--- src/axil_simple_slave_settings.svh ---
`ifndef AXIL_SIMPLE_SLAVE_SETTINGS_SVH
`define AXIL_SIMPLE_SLAVE_SETTINGS_SVH

// Address window of the slave.
// The start address is inside the window and the end address is the first one outside it.
`define AXIL_SS_ADDR_START 32'h0000_1000
`define AXIL_SS_ADDR_END   32'h0000_2000

// Returned on every read hit and required on every write for an OKAY response.
`define AXIL_SS_DATA_WORD  32'h0000_ffff

// Cycles from request acceptance to response valid.
// Must be at least 1 and must fit the 4-bit delay counter.
`define AXIL_SS_RESP_DELAY 3

`endif

--- src/axil_bus_pkg.sv ---
package axil_bus_pkg;

    // Byte address on the AW and AR channels.
    typedef logic [31:0] addr_t;

    // Data word on the W and R channels.
    typedef logic [31:0] data_t;

    // One strobe bit per data byte.
    typedef logic [3:0] strb_t;

    // Response codes on the B and R channels.
    typedef enum logic [1:0] {
        RESP_OKAY   = 2'b00,
        RESP_EXOKAY = 2'b01,
        RESP_SLVERR = 2'b10,
        RESP_DECERR = 2'b11
    } resp_t;

endpackage

--- src/axil_slave_pkg.sv ---
package axil_slave_pkg;

    // Write channel states.
    // AW and W can arrive in either order, so each half has its own waiting state.
    typedef enum logic [2:0] {
        WR_IDLE,
        WR_GOT_ADDR,
        WR_GOT_DATA,
        WR_WAIT,
        WR_RESP
    } wr_state_t;

    // Read channel states.
    typedef enum logic [1:0] {
        RD_IDLE,
        RD_WAIT,
        RD_RESP
    } rd_state_t;

    // Response delay counter.
    typedef logic [3:0] delay_t;

endpackage

--- src/axil_dec_if.sv ---
`timescale 1ns/100ps

interface axil_dec_if;

    axil_bus_pkg::addr_t wr_addr;  // Captured AW address.
    axil_bus_pkg::data_t wr_data;  // Captured W data.
    axil_bus_pkg::resp_t wr_resp;  // Response for the captured write.

    axil_bus_pkg::addr_t rd_addr;  // Captured AR address.
    axil_bus_pkg::resp_t rd_resp;  // Response for the captured read.
    axil_bus_pkg::data_t rd_data;  // Read data for the captured read.

    modport fsm (
        output wr_addr,
        output wr_data,
        output rd_addr,
        input  wr_resp,
        input  rd_resp,
        input  rd_data
    );

    modport dec (
        input  wr_addr,
        input  wr_data,
        input  rd_addr,
        output wr_resp,
        output rd_resp,
        output rd_data
    );

endinterface

--- src/axil_window_decode.sv ---
`timescale 1ns/100ps

`include "axil_simple_slave_settings.svh"

module axil_window_decode (
    axil_dec_if.dec dec
);

    localparam axil_bus_pkg::addr_t ADDR_START = `AXIL_SS_ADDR_START;
    localparam axil_bus_pkg::addr_t ADDR_END   = `AXIL_SS_ADDR_END;
    localparam axil_bus_pkg::data_t DATA_WORD  = `AXIL_SS_DATA_WORD;

    logic wr_hit;
    logic wr_match;
    logic rd_hit;

    assign wr_hit   = (dec.wr_addr >= ADDR_START) && (dec.wr_addr < ADDR_END);
    assign wr_match = (dec.wr_data == DATA_WORD);  // Strobes play no part in this compare.
    assign rd_hit   = (dec.rd_addr >= ADDR_START) && (dec.rd_addr < ADDR_END);

    // A write only succeeds when it hits the window with exactly the data word.
    always_comb begin
        if (wr_hit && wr_match) begin
            dec.wr_resp = axil_bus_pkg::RESP_OKAY;
        end else begin
            dec.wr_resp = axil_bus_pkg::RESP_DECERR;
        end
    end

    always_comb begin
        if (rd_hit) begin
            dec.rd_resp = axil_bus_pkg::RESP_OKAY;
            dec.rd_data = DATA_WORD;
        end else begin
            dec.rd_resp = axil_bus_pkg::RESP_DECERR;
            dec.rd_data = '0;  // Misses read back as zero.
        end
    end

endmodule

--- src/axil_resp_timer.sv ---
`timescale 1ns/100ps

`include "axil_simple_slave_settings.svh"

module axil_resp_timer (
    input  logic seq,
    input  logic rst_n,
    input  logic start,
    output logic done
);

    localparam axil_slave_pkg::delay_t LOAD_VALUE =
        axil_slave_pkg::delay_t'(`AXIL_SS_RESP_DELAY);

    axil_slave_pkg::delay_t count;

    // The start edge loads the full delay and the count then runs down to zero.
    // Done is seen while the count sits at one, and the fsm registers the
    // response on the following edge. The response valid thus rises exactly
    // the configured number of edges after acceptance, even for a delay of one.
    always_ff @(posedge seq or negedge rst_n) begin
        if (!rst_n) begin
            count <= '0;
        end else if (start) begin
            count <= LOAD_VALUE;
        end else if (count != '0) begin
            count <= count - 1'b1;
        end
    end

    assign done = (count == axil_slave_pkg::delay_t'(1));  // Single-cycle pulse per start.

endmodule

--- src/axil_slave_fsm.sv ---
`timescale 1ns/100ps

module axil_slave_fsm (
    input  logic                seq,
    input  logic                rst_n,

    input  logic                awvalid,
    output logic                awready,
    input  axil_bus_pkg::addr_t awaddr,
    input  logic                wvalid,
    output logic                wready,
    input  axil_bus_pkg::data_t wdata,
    output logic                bvalid,
    input  logic                bready,
    output axil_bus_pkg::resp_t bresp,

    input  logic                arvalid,
    output logic                arready,
    input  axil_bus_pkg::addr_t araddr,
    output logic                rvalid,
    input  logic                rready,
    output axil_bus_pkg::data_t rdata,
    output axil_bus_pkg::resp_t rresp,

    axil_dec_if.fsm             dec,

    output logic                wr_start,
    input  logic                wr_done,
    output logic                rd_start,
    input  logic                rd_done
);

    axil_slave_pkg::wr_state_t wr_state;
    axil_slave_pkg::wr_state_t wr_state_nxt;
    axil_slave_pkg::rd_state_t rd_state;
    axil_slave_pkg::rd_state_t rd_state_nxt;

    logic aw_hs;
    logic w_hs;
    logic ar_hs;

    axil_bus_pkg::addr_t wr_addr_q;
    axil_bus_pkg::data_t wr_data_q;
    axil_bus_pkg::addr_t rd_addr_q;

    assign aw_hs = awvalid && awready;
    assign w_hs  = wvalid && wready;
    assign ar_hs = arvalid && arready;

    assign dec.wr_addr = wr_addr_q;
    assign dec.wr_data = wr_data_q;
    assign dec.rd_addr = rd_addr_q;

    // The timer starts in the cycle whose edge captures the last write beat.
    always_comb begin
        wr_state_nxt = wr_state;
        wr_start     = 1'b0;
        case (wr_state)
            axil_slave_pkg::WR_IDLE: begin
                if (aw_hs && w_hs) begin
                    wr_state_nxt = axil_slave_pkg::WR_WAIT;
                    wr_start     = 1'b1;
                end else if (aw_hs) begin
                    wr_state_nxt = axil_slave_pkg::WR_GOT_ADDR;
                end else if (w_hs) begin
                    wr_state_nxt = axil_slave_pkg::WR_GOT_DATA;
                end
            end
            axil_slave_pkg::WR_GOT_ADDR: begin
                if (w_hs) begin
                    wr_state_nxt = axil_slave_pkg::WR_WAIT;
                    wr_start     = 1'b1;
                end
            end
            axil_slave_pkg::WR_GOT_DATA: begin
                if (aw_hs) begin
                    wr_state_nxt = axil_slave_pkg::WR_WAIT;
                    wr_start     = 1'b1;
                end
            end
            axil_slave_pkg::WR_WAIT: begin
                if (wr_done) begin
                    wr_state_nxt = axil_slave_pkg::WR_RESP;
                end
            end
            axil_slave_pkg::WR_RESP: begin
                if (bready) begin
                    wr_state_nxt = axil_slave_pkg::WR_IDLE;
                end
            end
            default: begin
                wr_state_nxt = axil_slave_pkg::WR_IDLE;
            end
        endcase
    end

    always_comb begin
        rd_state_nxt = rd_state;
        rd_start     = 1'b0;
        case (rd_state)
            axil_slave_pkg::RD_IDLE: begin
                if (ar_hs) begin
                    rd_state_nxt = axil_slave_pkg::RD_WAIT;
                    rd_start     = 1'b1;
                end
            end
            axil_slave_pkg::RD_WAIT: begin
                if (rd_done) begin
                    rd_state_nxt = axil_slave_pkg::RD_RESP;
                end
            end
            axil_slave_pkg::RD_RESP: begin
                if (rready) begin
                    rd_state_nxt = axil_slave_pkg::RD_IDLE;
                end
            end
            default: begin
                rd_state_nxt = axil_slave_pkg::RD_IDLE;
            end
        endcase
    end

    // Readies and valids are registered from the next state so they line up with it.
    always_ff @(posedge seq or negedge rst_n) begin
        if (!rst_n) begin
            wr_state <= axil_slave_pkg::WR_IDLE;
            awready  <= 1'b0;
            wready   <= 1'b0;
            bvalid   <= 1'b0;
            rd_state <= axil_slave_pkg::RD_IDLE;
            arready  <= 1'b0;
            rvalid   <= 1'b0;
        end else begin
            wr_state <= wr_state_nxt;
            awready  <= (wr_state_nxt == axil_slave_pkg::WR_IDLE) ||
                        (wr_state_nxt == axil_slave_pkg::WR_GOT_DATA);
            wready   <= (wr_state_nxt == axil_slave_pkg::WR_IDLE) ||
                        (wr_state_nxt == axil_slave_pkg::WR_GOT_ADDR);
            bvalid   <= (wr_state_nxt == axil_slave_pkg::WR_RESP);
            rd_state <= rd_state_nxt;
            arready  <= (rd_state_nxt == axil_slave_pkg::RD_IDLE);
            rvalid   <= (rd_state_nxt == axil_slave_pkg::RD_RESP);
        end
    end

    always_ff @(posedge seq) begin
        if (aw_hs) begin
            wr_addr_q <= awaddr;
        end
        if (w_hs) begin
            wr_data_q <= wdata;
        end
        if (ar_hs) begin
            rd_addr_q <= araddr;
        end
        if ((wr_state == axil_slave_pkg::WR_WAIT) && wr_done) begin
            bresp <= dec.wr_resp;  // Held until the B handshake.
        end
        if ((rd_state == axil_slave_pkg::RD_WAIT) && rd_done) begin
            rresp <= dec.rd_resp;
            rdata <= dec.rd_data;
        end
    end

endmodule

--- src/axil_simple_slave.sv ---
`timescale 1ns/100ps

module axil_simple_slave (
    input  logic                seq,
    input  logic                rst_n,

    input  logic                awvalid,
    output logic                awready,
    input  axil_bus_pkg::addr_t awaddr,

    input  logic                wvalid,
    output logic                wready,
    input  axil_bus_pkg::data_t wdata,
    input  axil_bus_pkg::strb_t wstrb,  // Accepted with each beat but never used, writes store nothing.

    output logic                bvalid,
    input  logic                bready,
    output axil_bus_pkg::resp_t bresp,

    input  logic                arvalid,
    output logic                arready,
    input  axil_bus_pkg::addr_t araddr,

    output logic                rvalid,
    input  logic                rready,
    output axil_bus_pkg::data_t rdata,
    output axil_bus_pkg::resp_t rresp
);

    logic wr_start;
    logic wr_done;
    logic rd_start;
    logic rd_done;

    axil_dec_if dec_if_inst ();

    axil_slave_fsm fsm_inst (
        .seq      (seq),
        .rst_n    (rst_n),
        .awvalid  (awvalid),
        .awready  (awready),
        .awaddr   (awaddr),
        .wvalid   (wvalid),
        .wready   (wready),
        .wdata    (wdata),
        .bvalid   (bvalid),
        .bready   (bready),
        .bresp    (bresp),
        .arvalid  (arvalid),
        .arready  (arready),
        .araddr   (araddr),
        .rvalid   (rvalid),
        .rready   (rready),
        .rdata    (rdata),
        .rresp    (rresp),
        .dec      (dec_if_inst.fsm),
        .wr_start (wr_start),
        .wr_done  (wr_done),
        .rd_start (rd_start),
        .rd_done  (rd_done)
    );

    axil_window_decode decode_inst (
        .dec (dec_if_inst.dec)
    );

    axil_resp_timer wr_timer_inst (
        .seq   (seq),
        .rst_n (rst_n),
        .start (wr_start),
        .done  (wr_done)
    );

    axil_resp_timer rd_timer_inst (
        .seq   (seq),
        .rst_n (rst_n),
        .start (rd_start),
        .done  (rd_done)
    );

endmodule

--- config.mk ---
export PLATFORM = sky130hd
export DESIGN_NAME = axil_simple_slave
export DESIGN_NICKNAME = d
export VERILOG_FILES = /design/src/axil_bus_pkg.sv /design/src/axil_slave_pkg.sv /design/src/axil_dec_if.sv /design/src/axil_window_decode.sv /design/src/axil_resp_timer.sv /design/src/axil_slave_fsm.sv /design/src/axil_simple_slave.sv
export VERILOG_INCLUDE_DIRS = /design/src
export SDC_FILE = /design/constraint.sdc
export NUM_CORES = 1
export LEC_CHECK = 0
export BUFFER_PORTS_ARGS = -buffer_cell sky130_fd_sc_hd__buf_2
export CORE_MARGIN = 1
export CORE_UTILIZATION = 40
export CTS_CLUSTER_SIZE = 28
export DETAILED_ROUTE_END_ITERATION = 8
export GPL_ROUTABILITY_DRIVEN = 0
export PLACE_DENSITY = 0.72
export SYNTH_ARGS = -nofsm -noshare
export SYNTH_HDL_FRONTEND = slang
export SYNTH_SLANG_ARGS = --single-unit
export TNS_END_PERCENT = 1
--- constraint.sdc ---
create_clock -name seq -period 2.2 [get_ports seq]
set_input_delay 0.44 -clock seq [delete_from_list [all_inputs] [get_ports seq]]
set_output_delay 0.44 -clock seq [all_outputs]
set_load 0.01 [all_outputs]
Word-level counts from Yosys, hierarchy flattened. Index checks and enable logic that the tools add are counted.

Equality and inequality tests: 13. Reduce and logical (&&, ||, !) cells: 19. Order comparisons: 4. Add/sub/neg operators: 2. Muxes and demuxes: 25.

Operator list (number): greater-or-equal comparator 32 x 13 -> 1 bit (second input constant) (2); < comparator 32 x 14 -> 1 bit (second input constant) (2); == test 32 x 16 -> 1 bit (second input constant) (1); 2-to-1 mux 3 bit (7); 2-to-1 mux 16 bit (1); 2-to-1 mux 4 bit (4); one-hot mux 3 bit (5 select lines) (1); 2-to-1 mux 2 bit (5); == test 3 x 2 -> 1 bit (second input constant) (3); logical AND 1 bit (9); == test 4 x 1 -> 1 bit (second input constant) (2); nonzero test 4 bit (2); subtractor 4 x 1 -> 4 bit (second input constant) (2); == test 3 x 1 -> 1 bit (second input constant) (2); == test 3 bit (second input constant) (2); logical NOT 3 bit (2); one-hot mux 2 bit (3 select lines) (1); 2-to-1 mux 1 bit (5); == test 2 bit (second input constant) (2); logical NOT 2 bit (2); nonzero test 2 bit (2); one-hot mux 1 bit (3 select lines) (1); == test 2 x 1 -> 1 bit (second input constant) (1); logical OR 1 bit (2).

Register bits after elaboration: 150.

Depth between registers and ports, before layout.
Depth in word-level cells: 7. Mapped depth: 5. Mapped depth without buffers: 5.

Hierarchy. From an unflattened synthesis, not the netlist that was laid out.

Cell total of the unflattened synthesis: 278. Area total of the unflattened synthesis: 5362.6 µm².

Modules (own cells, without submodules): axil_slave_fsm (times used 1, cells each 170, area an instance 4410.5 µm²); axil_resp_timer (times used 2, cells each 23, area an instance 247.7 µm²); axil_window_decode (times used 1, cells each 62, area an instance 456.7 µm²).

Worst setup path before layout. Ideal clock, no wire load.

Path type: input port to flip-flop. Start point: input wvalid. End point: register fsm_inst.wr_data_q[0] (netlist: fsm_inst.dec.wr_data[0]) (enable). Cell stages on the path: 1. Arrival: 1.235 ns. Path slack: 0.573 ns. Path buffers: 0. Path through: and2_1.

Cells in the longest elaborated chain, start to end: 1.

Ends and longest elaborated chain: from (decl) (RTL line axil_simple_slave.sv:11) `input logic wvalid,`; logical AND 1 bit (RTL line axil_slave_fsm.sv:47) `assign w_hs = wvalid && wready;`; to (signal assigned) (RTL line axil_slave_fsm.sv:151) `wr_data_q <= wdata;`; to (decl) (RTL line axil_slave_fsm.sv:43) `axil_bus_pkg::data_t wr_data_q;`.

No other way between the ends. A chain may end at the register's enable or synchronous reset.

Final worst setup path.
Start point: register rd_timer_inst.count[1]. End point: register fsm_inst.rdata[14] (enable).

Cells in the longest elaborated chain, start to end: 2.

Ends and longest elaborated chain: from (decl) (RTL line axil_resp_timer.sv:15) `axil_slave_pkg::delay_t count;`; from (signal assigned) (RTL line axil_resp_timer.sv:27) `count <= count - 1'b1;`; == test 4 x 1 -> 1 bit (RTL line axil_resp_timer.sv:31) `assign done = (count == axil_slave_pkg::delay_t'(1));`; logical AND 1 bit (RTL line axil_slave_fsm.sv:159) `if ((rd_state == axil_slave_pkg::RD_WAIT) && rd_done) begin`; to (signal assigned) (RTL line axil_slave_fsm.sv:161) `rdata <= dec.rd_data;`; to (decl) (RTL line axil_slave_fsm.sv:22) `output axil_bus_pkg::data_t rdata,`.

No other way between the ends.

==> impl_metrics.tcl <==
set metrics [dict create \
    yosys.area.top_type_share_pct 62.7 \
    ys_ff_latch 93 \
    detailed_place_hpwl_mm 4.46 \
    ff2ff_setup_slack_ns 0.48 \
    nNetsFinal 432 \
    path_class "register to register" \
    ys_types 36 \
    critPathLaunchType "register" \
    wl_per_cell_um 13.6 \
    clock_latency_ns 0.36 \
    slowest_delay_ns 0.49 \
    synth.top_cells.by_area "edfxtp_1 (63%), dfrtp_1 (13%), buf_4 (6.9%), ha_1 (2.1%), nor2_1 (1.5%)" \
    yosys_warnings 0 \
    die_x_um 96.8 \
    hold_buffers 0 \
    design_area_um2 4250 \
    io_buffers 103 \
    min_path_type "primary input to asynchronous set/reset pin" \
    gr-usage-met2_pct 22.8 \
    async_flop_share_pct 19.4 \
    tightest_slew_ns 0.537 \
    use_met1_pct 14.8 \
    cts_inserted_buffers 9 \
    ir_drop_v 0.000648 \
    relSlewSlack_pct 64.1 \
    area.growth.synth_to_final_pct 18.3 \
    die-area_um2 9360 \
    core-area_um2 8720 \
    synth_edf_count 75 \
    placed_cell_area_um2 4070 \
    met3_usage_pct 2.53 \
    slew_viol_final 0 \
    htreeDepth 3 \
    grt_max_degree 33 \
    rows 34 \
    grt_pass1_vias 2025 \
    end_kind "register" \
    ant_nets 0 \
    synth_area_um2 3590 \
    path_buf_inv 1 \
    drtPass1Iterations 4 \
    leakage_nw 1.68 \
    cts.clk_slew.worst_paths_ns 0.09 \
    clockBufferDepth 2 \
    antenna_cells 0 \
    synthFlopType "edfxtp_1" \
    maxCapViolations 0 \
    top_usage_layer "met2" \
    die_y_um 96.8 \
    cts_tree "yes" \
    path_cells "inv_1, ha_1, or3b_2, nor2_1" \
    syn_inst 220 \
    tns_ns 0 \
    clock_tree.root_cell "clkbuf_8" \
    post_cts_buffers 0 \
    setup_ws_ns 0.482 \
    power.density_nw_per_um2 1080 \
    grt_use_total_pct 13.3 \
    fmax_mhz 582 \
    grt.overflow.total 0 \
    critPathArrivalTime_ns 1.76 \
    drive_gt1_share_pct 39.8 \
    io_pins 148 \
    pre_cts_ws_ns 0.483 \
    viasPerCell 4.67 \
    min_period_over_period_pct 78.1 \
    cts_resized 0 \
    yosysTopAreaCell "edfxtp_1" \
    synth_seq_area_share_pct 75.3 \
    start_util_pct 41.2 \
    whs_ns 0.00234 \
    critPathMaxFanout 3 \
    wl_mm 5.87 \
    finalHoldViolations 0 \
    avgSynthCellArea_um2 16.3 \
    antenna_found_initial 0 \
    finalCriticalPeriod_ns 1.72 \
    cpMaxStageDelayCell "or3b_2" \
    crit_required_ns 2.24 \
    setup_viol 0 \
    grt_pass1_wl_mm 9.44 \
    drcViolationCount 0 \
    rsz0062_at_grt "no" \
    numClockSinks 93 \
    drt_iter0_drc 65 \
    fin_worst_skew_ns 0.0124 \
    cp_top_family "simple AND/OR/NAND/NOR gates" \
    status "finished, final reports clean" \
    vias 2019 \
]
==> synth_stat cells, types with 2 or more instances <==
master     n
nand2b_1   8
a21oi_1    6
mux2i_1    2
nand2_1    3
dfrtp_1   18
buf_4     33
nor3_1     2
ha_1       6
nor3b_1    3
nor2_1    14
nor4_1     8
o22ai_1    2
edfxtp_1  75
and2_1     4
nand4_1    3
nand3b_1   2
xnor2_1    2
inv_1      5
a31o_2     2
a211o_1    2
nor4_2     2
nor4b_1    4
==> where the power goes <==
part / leakage (nW) / switching, W / internal (W)
clock: 0.0890 / 0.000597 / 0.000423
sequential: 0.917 / 0.000202 / 0.00234
combinational: 0.677 / 0.000566 / 0.000434
==> final cells by class <==
class                           instances  area, um2
Inverter                                5       18.8
Fill cell                             778       4470
Sequential cell                        93       2700
Clock buffer                           10        128
Multi-Input combinational cell        104        678
Timing Repair Buffer                  106        538
Clock inverter                          6       46.3
Tap cell                              108        135
==> metal layers <==
layer	wire length, um	vias to the layer above
met1	2360	953
li1	-	974
met4	204	0
met2	3060	77
met5	0	-
met3	249	15
==> cells in the final DEF, fill, tap and decap left out, drive strengths merged, types with 2 or more instances in the layout <==
cell	count
nand4	3
nand2	3
dfrtp	18
conb	16
ha	6
clkbuf	10
a211o	2
buf	106
a31o	2
clkinv	2
and2	4
nand2b	8
nor3	2
mux2i	2
nor2	14
nor4	10
nor4b	4
a21oi	6
o22ai	2
nor3b	3
inv	8
xnor2	2
edfxtp	75
nand3b	2
==> worst register-to-register path: stages, from the launching register on <==
cell,delay (ns)
dfrtp_1,0.40
inv_1,0.11
ha_1,0.17
or3b_2,0.49
nor2_1,0.25
==> registers in the layout, indices dropped and copies added (netlist names) <==
register	flops
fsm_inst.arready	1
fsm_inst.awready	1
fsm_inst.bresp	1
fsm_inst.bvalid	1
fsm_inst.dec.rd_addr	20
fsm_inst.dec.wr_addr	20
fsm_inst.dec.wr_data	32
fsm_inst.rd_state	2
fsm_inst.rdata	1
fsm_inst.rresp	1
fsm_inst.rvalid	1
fsm_inst.wr_state	3
fsm_inst.wready	1
rd_timer_inst.count	4
wr_timer_inst.count	4
==> kinds of logic (layout without fill, tap and decap cells) <==
group,count (synthesis),count (layout),synth area share [%]
and+or+nand+nor,63,63,11.0
buffers and inverters,38,127,7.42
DFF,93,93,75.3
AOI/OAI and AO/OA,15,15,3.03
other,1,16,0.104
adders and majority gates,6,6,2.09
muxes,2,2,0.558
xor gates and xnor gates,2,2,0.488
==> worst paths after layout <==
path	from	to	cells after the start
worst max-delay path	rd_timer_inst.count[1]	fsm_inst.rdata[14]	4
worst min-delay path	rst_n	fsm_inst.rvalid	1
worst max register to register	rd_timer_inst.count[1]	fsm_inst.rdata[14]	4
worst min register to register	fsm_inst.rd_state[1]	fsm_inst.rd_state[0]	1
max in group asynchronous	rst_n	fsm_inst.awready	1
min in group seq	awaddr[29]	fsm_inst.dec.wr_addr[29]	1
==> per-stage QoR <==
step / utilization (%) / std cells / power (W)
global placement: 46.7 / 416 / 0.00354
global route: 48.7 / 432 / 0.00485
floorplan: - / 235 / 0.00332
detailed placement: 46.7 / 416 / 0.00360
finish: 48.7 / 432 / 0.00457
CTS: 48.7 / 432 / 0.00463
Power figures use the tool's default switching activity.
